<file path="src/logic/axi_pkg.sv">
// axi4 read channel types, burst and response encodings, bus widths
`default_nettype none

package axi_pkg;

    // byte address width
    localparam int ADDR_W = 16;

    // transaction id width
    localparam int ID_W = 4;

    // read data bus width, one full word per beat
    localparam int DATA_W = 32;

    // byte offset bits within one data word
    localparam int WORD_SHIFT = $clog2(DATA_W / 8);

    // arburst encodings
    typedef enum logic [1:0] {
        BURST_FIXED = 2'b00,
        BURST_INCR  = 2'b01,
        BURST_WRAP  = 2'b10
    } burst_t;

    // rresp encodings, only the two in use
    typedef enum logic [1:0] {
        RESP_OKAY   = 2'b00,
        RESP_SLVERR = 2'b10
    } resp_t;

    // read address channel payload
    typedef struct packed {
        logic [ID_W-1:0]   id;
        logic [ADDR_W-1:0] addr;
        logic [7:0]        len;
        burst_t            burst;
    } ar_chan_t;

    // read data channel payload, also one buffer entry
    typedef struct packed {
        logic [ID_W-1:0]   id;
        logic [DATA_W-1:0] data;
        resp_t             resp;
        logic              last;
    } r_chan_t;

endpackage

`default_nettype wire

</file>
<file path="src/logic/rd_buf_pkg.sv">
// read buffer definitions shared by the address gate and the memory slave
`default_nettype none

package rd_buf_pkg;

    // address gate states
    typedef enum logic [0:0] {
        GATE_IDLE = 1'b0,
        GATE_WAIT = 1'b1
    } gate_state_t;

    // longest axi4 burst in beats
    localparam int MAX_BEATS = 256;

endpackage

`default_nettype wire

</file>
<file path="src/logic/axi_ar_gate.sv">
// read address gate, holds a request until the data buffer can take its burst
`default_nettype none

module axi_ar_gate #(
    parameter int   FIFO_DEPTH = 16,
    parameter logic FIFO_DELAY = 1'b1
) (
    input  wire logic               clk,
    input  wire logic               rst,

    input  wire axi_pkg::ar_chan_t  s_ar,
    input  wire logic               s_ar_valid,
    output logic                    s_ar_ready,

    output axi_pkg::ar_chan_t       m_ar,
    output logic                    m_ar_valid,
    input  wire logic               m_ar_ready,

    input  wire logic               r_done
);

    if (FIFO_DELAY) begin : g_delay

        // room for a full-length burst on top of a full buffer
        localparam int COUNT_W = $clog2(rd_buf_pkg::MAX_BEATS + FIFO_DEPTH) + 1;
        localparam logic [COUNT_W-1:0] DEPTH_C = COUNT_W'(FIFO_DEPTH);

        rd_buf_pkg::gate_state_t state_reg, state_next;

        // beats promised downstream but not yet handed upstream
        logic [COUNT_W-1:0] count_reg, count_next;

        axi_pkg::ar_chan_t ar_reg, ar_next;
        logic              ar_valid_reg, ar_valid_next;
        logic              ar_ready_reg, ar_ready_next;

        logic [7:0]         len_sel;
        logic [COUNT_W-1:0] burst_beats;
        logic               fits;

        assign m_ar       = ar_reg;
        assign m_ar_valid = ar_valid_reg;
        assign s_ar_ready = ar_ready_reg;

        // new request in idle, held one in wait
        assign len_sel     = (state_reg == rd_buf_pkg::GATE_WAIT) ? ar_reg.len : s_ar.len;
        assign burst_beats = COUNT_W'(len_sel) + COUNT_W'(1);
        assign fits        = (count_reg == '0) || (count_reg + burst_beats <= DEPTH_C);

        always_comb begin
            state_next    = state_reg;
            count_next    = count_reg;
            ar_next       = ar_reg;
            ar_valid_next = ar_valid_reg && !m_ar_ready;
            ar_ready_next = ar_ready_reg;

            case (state_reg)
                rd_buf_pkg::GATE_IDLE: begin
                    ar_ready_next = !m_ar_valid || m_ar_ready;
                    if (s_ar_valid && s_ar_ready) begin
                        ar_next       = s_ar;
                        ar_ready_next = 1'b0;
                        if (fits) begin
                            count_next    = count_reg + burst_beats;
                            ar_valid_next = 1'b1;
                        end else begin
                            state_next = rd_buf_pkg::GATE_WAIT;
                        end
                    end
                end
                rd_buf_pkg::GATE_WAIT: begin
                    ar_ready_next = 1'b0;
                    if (fits) begin
                        count_next    = count_reg + burst_beats;
                        ar_valid_next = 1'b1;
                        state_next    = rd_buf_pkg::GATE_IDLE;
                    end
                end
                default: begin
                    state_next = rd_buf_pkg::GATE_IDLE;
                end
            endcase

            // one credit back per beat taken upstream
            if (r_done) begin
                count_next = count_next - COUNT_W'(1);
            end
        end

        always_ff @(posedge clk) begin
            state_reg    <= state_next;
            count_reg    <= count_next;
            ar_reg       <= ar_next;
            ar_valid_reg <= ar_valid_next;
            ar_ready_reg <= ar_ready_next;

            if (rst) begin
                state_reg    <= rd_buf_pkg::GATE_IDLE;
                count_reg    <= '0;
                ar_valid_reg <= 1'b0;
                ar_ready_reg <= 1'b0;
            end
        end

    end else begin : g_bypass

        // straight through, no credit tracking
        assign m_ar       = s_ar;
        assign m_ar_valid = s_ar_valid;
        assign s_ar_ready = m_ar_ready;

    end

endmodule

`default_nettype wire

</file>
<file path="src/logic/axi_r_buffer.sv">
// read data FIFO with registered memory read and output register
`default_nettype none

module axi_r_buffer #(
    parameter int FIFO_DEPTH = 16
) (
    input  wire logic              clk,
    input  wire logic              rst,

    input  wire axi_pkg::r_chan_t  m_r,
    input  wire logic              m_r_valid,
    output logic                   m_r_ready,

    output axi_pkg::r_chan_t       s_r,
    output logic                   s_r_valid,
    input  wire logic              s_r_ready
);

    localparam int FIFO_AW = $clog2(FIFO_DEPTH);

    axi_pkg::r_chan_t mem [FIFO_DEPTH];

    // extra msb tells full from empty
    logic [FIFO_AW:0] wr_ptr_reg;
    logic [FIFO_AW:0] rd_ptr_reg;

    axi_pkg::r_chan_t rd_data_reg;
    logic             rd_valid_reg;

    axi_pkg::r_chan_t out_reg;
    logic             out_valid_reg;

    logic full;
    logic empty;
    logic write;
    logic read;
    logic store_output;

    assign full  = (wr_ptr_reg[FIFO_AW] != rd_ptr_reg[FIFO_AW]) &&
                   (wr_ptr_reg[FIFO_AW-1:0] == rd_ptr_reg[FIFO_AW-1:0]);
    assign empty = (wr_ptr_reg == rd_ptr_reg);

    assign m_r_ready = !full;
    assign s_r       = out_reg;
    assign s_r_valid = out_valid_reg;

    assign write = m_r_valid && !full;

    // output register loads when empty or being drained
    assign store_output = s_r_ready || !out_valid_reg;

    // read stage refills when its item moves on or it has none
    assign read = (store_output || !rd_valid_reg) && !empty;

    always_ff @(posedge clk) begin
        if (write) begin
            mem[wr_ptr_reg[FIFO_AW-1:0]] <= m_r;
            wr_ptr_reg <= wr_ptr_reg + (FIFO_AW + 1)'(1);
        end

        if (rst) begin
            wr_ptr_reg <= '0;
        end
    end

    always_ff @(posedge clk) begin
        if (read) begin
            rd_data_reg <= mem[rd_ptr_reg[FIFO_AW-1:0]];
            rd_ptr_reg  <= rd_ptr_reg + (FIFO_AW + 1)'(1);
        end

        if (store_output || !rd_valid_reg) begin
            rd_valid_reg <= !empty;
        end

        if (rst) begin
            rd_ptr_reg   <= '0;
            rd_valid_reg <= 1'b0;
        end
    end

    always_ff @(posedge clk) begin
        if (store_output) begin
            out_reg       <= rd_data_reg;
            out_valid_reg <= rd_valid_reg;
        end

        if (rst) begin
            out_valid_reg <= 1'b0;
        end
    end

endmodule

`default_nettype wire

</file>
<file path="src/logic/axi_rd_fifo.sv">
// axi4 read FIFO block, address gate in front of the read data buffer
`default_nettype none

module axi_rd_fifo #(
    parameter int   FIFO_DEPTH = 16,
    parameter logic FIFO_DELAY = 1'b1
) (
    input  wire logic               clk,
    input  wire logic               rst,

    input  wire axi_pkg::ar_chan_t  s_ar,
    input  wire logic               s_ar_valid,
    output logic                    s_ar_ready,
    output axi_pkg::r_chan_t        s_r,
    output logic                    s_r_valid,
    input  wire logic               s_r_ready,

    output axi_pkg::ar_chan_t       m_ar,
    output logic                    m_ar_valid,
    input  wire logic               m_ar_ready,
    input  wire axi_pkg::r_chan_t   m_r,
    input  wire logic               m_r_valid,
    output logic                    m_r_ready
);

    // upstream beat taken, frees one credit
    logic r_done;

    assign r_done = s_r_valid && s_r_ready;

    axi_ar_gate #(
        .FIFO_DEPTH (FIFO_DEPTH),
        .FIFO_DELAY (FIFO_DELAY)
    ) u_ar_gate (
        .clk        (clk),
        .rst        (rst),
        .s_ar       (s_ar),
        .s_ar_valid (s_ar_valid),
        .s_ar_ready (s_ar_ready),
        .m_ar       (m_ar),
        .m_ar_valid (m_ar_valid),
        .m_ar_ready (m_ar_ready),
        .r_done     (r_done)
    );

    axi_r_buffer #(
        .FIFO_DEPTH (FIFO_DEPTH)
    ) u_r_buffer (
        .clk       (clk),
        .rst       (rst),
        .m_r       (m_r),
        .m_r_valid (m_r_valid),
        .m_r_ready (m_r_ready),
        .s_r       (s_r),
        .s_r_valid (s_r_valid),
        .s_r_ready (s_r_ready)
    );

endmodule

`default_nettype wire

</file>
<file path="src/logic/axi_ram_rd.sv">
// axi4 read slave over a word memory, with a plain load port
`default_nettype none

module axi_ram_rd #(
    parameter int MEM_WORDS = 64
) (
    input  wire logic                        clk,
    input  wire logic                        rst,

    input  wire axi_pkg::ar_chan_t           ar,
    input  wire logic                        ar_valid,
    output logic                             ar_ready,

    output axi_pkg::r_chan_t                 r,
    output logic                             r_valid,
    input  wire logic                        r_ready,

    input  wire logic                        load_en,
    input  wire logic [$clog2(MEM_WORDS)-1:0] load_addr,
    input  wire logic [axi_pkg::DATA_W-1:0]  load_data
);

    localparam int MEM_AW = $clog2(MEM_WORDS);
    localparam int BEAT_W = $clog2(rd_buf_pkg::MAX_BEATS);

    // word index with one spare bit so an incr burst cannot wrap
    localparam int IDX_W = axi_pkg::ADDR_W - axi_pkg::WORD_SHIFT + 1;
    localparam logic [IDX_W-1:0] MEM_LIMIT = IDX_W'(MEM_WORDS);

    logic [axi_pkg::DATA_W-1:0] mem [MEM_WORDS];

    logic busy_reg;

    // current burst
    logic [axi_pkg::ID_W-1:0] id_reg;
    axi_pkg::burst_t          burst_reg;
    logic [IDX_W-1:0]         idx_reg;
    logic [BEAT_W-1:0]        beats_reg;

    axi_pkg::r_chan_t r_reg;
    logic             r_valid_reg;

    logic start;
    logic step;

    // next beat to present
    logic [axi_pkg::ID_W-1:0] beat_id;
    axi_pkg::burst_t          beat_burst;
    logic [IDX_W-1:0]         beat_idx;
    logic [BEAT_W-1:0]        beat_left;
    logic                     beat_err;

    assign ar_ready = !busy_reg;
    assign r        = r_reg;
    assign r_valid  = r_valid_reg;

    assign start = ar_valid && ar_ready;
    assign step  = r_valid_reg && r_ready && !r_reg.last;

    always_comb begin
        if (start) begin
            beat_id    = ar.id;
            beat_burst = ar.burst;
            beat_idx   = {1'b0, ar.addr[axi_pkg::ADDR_W-1:axi_pkg::WORD_SHIFT]};
            beat_left  = ar.len;
        end else begin
            beat_id    = id_reg;
            beat_burst = burst_reg;
            beat_left  = beats_reg - BEAT_W'(1);
            // fixed bursts stay on one word
            if (burst_reg == axi_pkg::BURST_INCR) begin
                beat_idx = idx_reg + IDX_W'(1);
            end else begin
                beat_idx = idx_reg;
            end
        end
    end

    // wrap bursts are not served
    assign beat_err = (beat_idx >= MEM_LIMIT) || (beat_burst == axi_pkg::BURST_WRAP);

    always_ff @(posedge clk) begin
        if (load_en) begin
            mem[load_addr] <= load_data;
        end
    end

    always_ff @(posedge clk) begin
        if (start) begin
            busy_reg  <= 1'b1;
            id_reg    <= ar.id;
            burst_reg <= ar.burst;
        end

        if (start || step) begin
            idx_reg     <= beat_idx;
            beats_reg   <= beat_left;
            r_reg.id    <= beat_id;
            r_reg.data  <= beat_err ? '0 : mem[beat_idx[MEM_AW-1:0]];
            r_reg.resp  <= beat_err ? axi_pkg::RESP_SLVERR : axi_pkg::RESP_OKAY;
            r_reg.last  <= (beat_left == '0);
            r_valid_reg <= 1'b1;
        end else if (r_valid_reg && r_ready) begin
            // final beat taken
            r_valid_reg <= 1'b0;
            busy_reg    <= 1'b0;
        end

        if (rst) begin
            busy_reg    <= 1'b0;
            r_valid_reg <= 1'b0;
        end
    end

endmodule

`default_nettype wire

</file>
<file path="src/logic/axi_rd_subsys.sv">
// axi4 read subsystem, read FIFO block in front of the memory slave
`default_nettype none

module axi_rd_subsys #(
    parameter int   FIFO_DEPTH = 16,
    parameter logic FIFO_DELAY = 1'b1,
    parameter int   MEM_WORDS  = 64
) (
    input  wire logic                         clk,
    input  wire logic                         rst,

    input  wire axi_pkg::ar_chan_t            s_ar,
    input  wire logic                         s_ar_valid,
    output logic                              s_ar_ready,
    output axi_pkg::r_chan_t                  s_r,
    output logic                              s_r_valid,
    input  wire logic                         s_r_ready,

    input  wire logic                         load_en,
    input  wire logic [$clog2(MEM_WORDS)-1:0] load_addr,
    input  wire logic [axi_pkg::DATA_W-1:0]   load_data
);

    axi_pkg::ar_chan_t m_ar;
    logic              m_ar_valid;
    logic              m_ar_ready;
    axi_pkg::r_chan_t  m_r;
    logic              m_r_valid;
    logic              m_r_ready;

    axi_rd_fifo #(
        .FIFO_DEPTH (FIFO_DEPTH),
        .FIFO_DELAY (FIFO_DELAY)
    ) u_rd_fifo (
        .clk        (clk),
        .rst        (rst),
        .s_ar       (s_ar),
        .s_ar_valid (s_ar_valid),
        .s_ar_ready (s_ar_ready),
        .s_r        (s_r),
        .s_r_valid  (s_r_valid),
        .s_r_ready  (s_r_ready),
        .m_ar       (m_ar),
        .m_ar_valid (m_ar_valid),
        .m_ar_ready (m_ar_ready),
        .m_r        (m_r),
        .m_r_valid  (m_r_valid),
        .m_r_ready  (m_r_ready)
    );

    axi_ram_rd #(
        .MEM_WORDS (MEM_WORDS)
    ) u_ram_rd (
        .clk       (clk),
        .rst       (rst),
        .ar        (m_ar),
        .ar_valid  (m_ar_valid),
        .ar_ready  (m_ar_ready),
        .r         (m_r),
        .r_valid   (m_r_valid),
        .r_ready   (m_r_ready),
        .load_en   (load_en),
        .load_addr (load_addr),
        .load_data (load_data)
    );

endmodule

`default_nettype wire

</file>
<file path="config.mk">
export PLATFORM = sky130hd
export DESIGN_NAME = axi_rd_subsys
export DESIGN_NICKNAME = d
export VERILOG_FILES = /design/src/logic/axi_pkg.sv /design/src/logic/rd_buf_pkg.sv /design/src/logic/axi_ar_gate.sv /design/src/logic/axi_r_buffer.sv /design/src/logic/axi_rd_fifo.sv /design/src/logic/axi_ram_rd.sv /design/src/logic/axi_rd_subsys.sv
export SDC_FILE = /design/constraint.sdc
export NUM_CORES = 2
export LEC_CHECK = 0
export BUFFER_PORTS_ARGS = -buffer_cell sky130_fd_sc_hd__buf_2
export CAP_MARGIN = 10
export CORE_ASPECT_RATIO = 0.8
export CORE_MARGIN = 2
export CORE_UTILIZATION = 60
export DETAILED_ROUTE_END_ITERATION = 10
export GPL_TIMING_DRIVEN = 1
export PLACE_DENSITY = 0.78
export SLEW_MARGIN = 20
export SYNTH_ARGS = -nofsm -noshare
export SYNTH_HDL_FRONTEND = slang
export SYNTH_HIERARCHICAL = 1
export SYNTH_SLANG_ARGS = --single-unit
</file>
<file path="constraint.sdc">
create_clock -name clk -period 7.8 [get_ports clk]
set_clock_uncertainty 0.05 [all_clocks]
set_input_delay 0.78 -clock clk [delete_from_list [all_inputs] [get_ports clk]]
set_output_delay 0.78 -clock clk [all_outputs]
set_load 0.01 [all_outputs]
</file>
==> metrics.md <==
| Metric | Value |
|---|---|
| Ys Warns | `6` |
| Combinational group share of total power | `0.311` |
| Gates resized, CTS repair | `0` |
| RSZ-0062 raised after global routing | `no` |
| Critical path class | `reg -> reg` |
| Static leakage | `38.8 nW` |
| GRT Util Overall | `0.305` |
| Die W | `483 µm` |
| Overall Power | `45.6 mW` |
| CTS HTree Levels | `5` |
| Sw power | `14.6 mW` |
| Fin util | `0.676` |
| Worst skew pair latency | `930 ps` |
| Most flop-heavy register | `u_ram_rd/mem` |
| PwrDens | `370 nW/µm²` |
| Crit path max fanout | `18` |
| Clock power share | `0.283` |
| Slew Viols, Final | `0` |
| TritonCTS Buffers | `281` |
| Crit start category | `flop` |
| Core area | `182000 µm²` |
| Longest Clk Path Bufs | `4` |
| Min-delay worst type | `in -> reg` |
| Worst-Margin Slew | `1260 ps` |
| Worst-path cell chain | `mux2i_1 > ha_1 > inv_1 > fa_1 > a211oi_4 > nor2_1 > xnor2_1 > a22oi_1 > nand4b_2 > a21o_1 > mux2i_1 > ha_1 > nand2_1 > nor2_1 > nand2_1 > mux2_4 > or4_1 > a21oi_1` |
| Min-delay src | `load_data[13]` |
| Final Non-Filler Cells | `8313` |
| Worst Setup SP | `u_rd_fifo/u_ar_gate/g_delay.state_reg` |
| Final Net Count | `5803` |
| # port buffers | `111` |
| Num rows | `140` |
| Ports | `114` |
| DP HPWL | `142000 µm` |
| Clk root buf | `clkbuf_16` |
| Finish-stage setup viols | `0` |
| Hold Buf Count CTS | `28` |
| Reg-to-Reg Start | `u_rd_fifo/u_ar_gate/g_delay.state_reg` |
| Required @ worst endpoint | `8570 ps` |
| Largest regs | `u_ram_rd/mem (2048), u_rd_fifo/u_r_buffer/mem (624)` |
| Endpoint class of the critical path | `flop` |
| Via count | `58.6k` |
| Fin. Hold Viols | `0` |
| Drt pass-1 iters | `8` |
| Final GP Congestion | `0.813` |
| Clock Sinks | `2872` |
| First-pass GRT wire length | `408000 µm` |
| Area grow syn2layout | `11.8%` |
| Worst vdd ir | `0.468 mV` |
| ANT nets after route | `0` |
| Worst hold slack | `252 ps` |
| Starting DRT DRC Count | `9826` |
| Reg power frac | `0.406` |
| Mapped Area | `110000 µm²` |
| Syn_area_per_cell | `20.2 µm²` |
| Sw Share | `0.320` |
| Status | `finished, final reports clean` |
| Largest net degree at the start of global routing | `102` |
| Die area | `187000 µm²` |
| Fin crit share | `0.660` |
| Post-route setup TNS | `0 ps` |
| CP top delay family | `simple AND/OR/NAND/NOR gates` |
| Max Cap Viol | `0` |
| Period minus WS final | `5150 ps` |
| TritonCTS clock tree | `yes` |
| Mapped Cells | `5447` |
| Die Y | `387 µm` |
| WL/cell | `34.3 µm` |
| Int Pwr | `31.0 mW` |
| Slew HR | `0.160` |
| Setup Buffers After CTS | `0` |
| Layout filler cell count | `10.7k` |
| Crit-path max cell delay | `590 ps` |
| Initial Util | `0.605` |
| Antenna violations before repair | `8` |
| Clock slew seen by the registers of the worst setup and hold paths | `60 ps` |
| CP Buf/Inv Count | `1` |
| Share of layout cells above drive strength 1 | `0.225` |
| Routed WL | `285000 µm` |
| Vias in the first global route | `58.4k` |
| Max FFs per register | `2048` |
| Mean number of vias per cell | `7.05` |
| Overflow after GRT | `0` |
| Max Fclk | `194 MHz` |
| Critical path's slowest cell | `dfxtp_1` |
| Placed Cells | `7814` |
| Remaining DRCs | `0` |
| Syn_nets | `5537` |
| Crit path DAT | `5920 ps` |
## cells in the final DEF (no fill, tap or decap), drive strengths merged, types with 18 or more instances in the layout
master,instances
mux4,544
a22oi,126
a21oi,61
and3,88
buf,267
xnor2,20
o21ai,49
nand4,24
clkinv,87
a32o,19
a211oi,58
nand2,438
mux2i,35
inv,35
nand3,146
dfxtp,33
clkbuf,347
mux2,18
a221o,39
nor4,20
a32oi,18
a311oi,46
dlygate4sd3,28
edfxtp,2839
nor2,150
a31oi,57
a22o,55
## per-layer routing
layer  vias up  GRT usage  wire [µm]
li1      23150          -          -
met1     29907      0.435      99300
met2      4780      0.456     132000
met3       734     0.0842      42300
met4         4      0.117      12100
met5         -          0         27
## final cells by class
| cell class | count | area (µm²) | area share |
|---|---|---|---|
| flip-flops and latches | 2872 | 85900 | 0.698 |
| well taps | 2414 | 3020 | 0.0245 |
| multi-input cells | 2234 | 23400 | 0.190 |
| clock buffers | 347 | 7490 | 0.0608 |
| diodes | 4 | 10.0 | 0.0000813 |
| repair buffers | 295 | 2240 | 0.0182 |
| clock inverters | 118 | 997 | 0.00810 |
| inverters | 29 | 118 | 0.000955 |
## stage by stage
stage | instance area (µm²) | setup slack [ps]
after global placement | 114000 | 2600
after global routing | 123000 | 2340
after detailed placement | 114000 | 2500
after floorplan | 110000 | 1740
final | 123000 | 2650
after CTS | 123000 | 2670
## power by group through the flow
stage               sequential, mW  clock (mW)  combinational, mW
floorplan                     18.6           0               9.85
global placement              18.8           0               13.5
detailed placement            18.8           0               13.8
CTS                           18.5        13.0               14.1
global route                  18.6        13.6               14.9
finish                        18.5        12.9               14.2
## worst reg2reg max path: stages, from the launching register on
cell      delay, ps
dfxtp_1         590
mux2i_1         260
ha_1            180
inv_1            60
fa_1            440
a211oi_4        330
nor2_1          120
xnor2_1         360
a22oi_1         150
nand4b_2        300
a21o_1          470
mux2i_1         350
ha_1            220
nand2_1          80
nor2_1          110
nand2_1          70
mux2_4          300
or4_1           470
a21oi_1         170
## worst paths after layout
check                                                           endpoint  slack [ps]  cells past startpoint
worst max register to register  u_rd_fifo/u_ar_gate/g_delay.count_reg[8]        2650                     18
worst max-delay path            u_rd_fifo/u_ar_gate/g_delay.count_reg[8]        2650                     18
worst min-delay path                                 u_ram_rd/mem[5][13]         250                      1
worst min register to register              u_rd_fifo/u_r_buffer/s_r[27]         370                      0
Note: power is estimated with default switching activity, not from simulation.
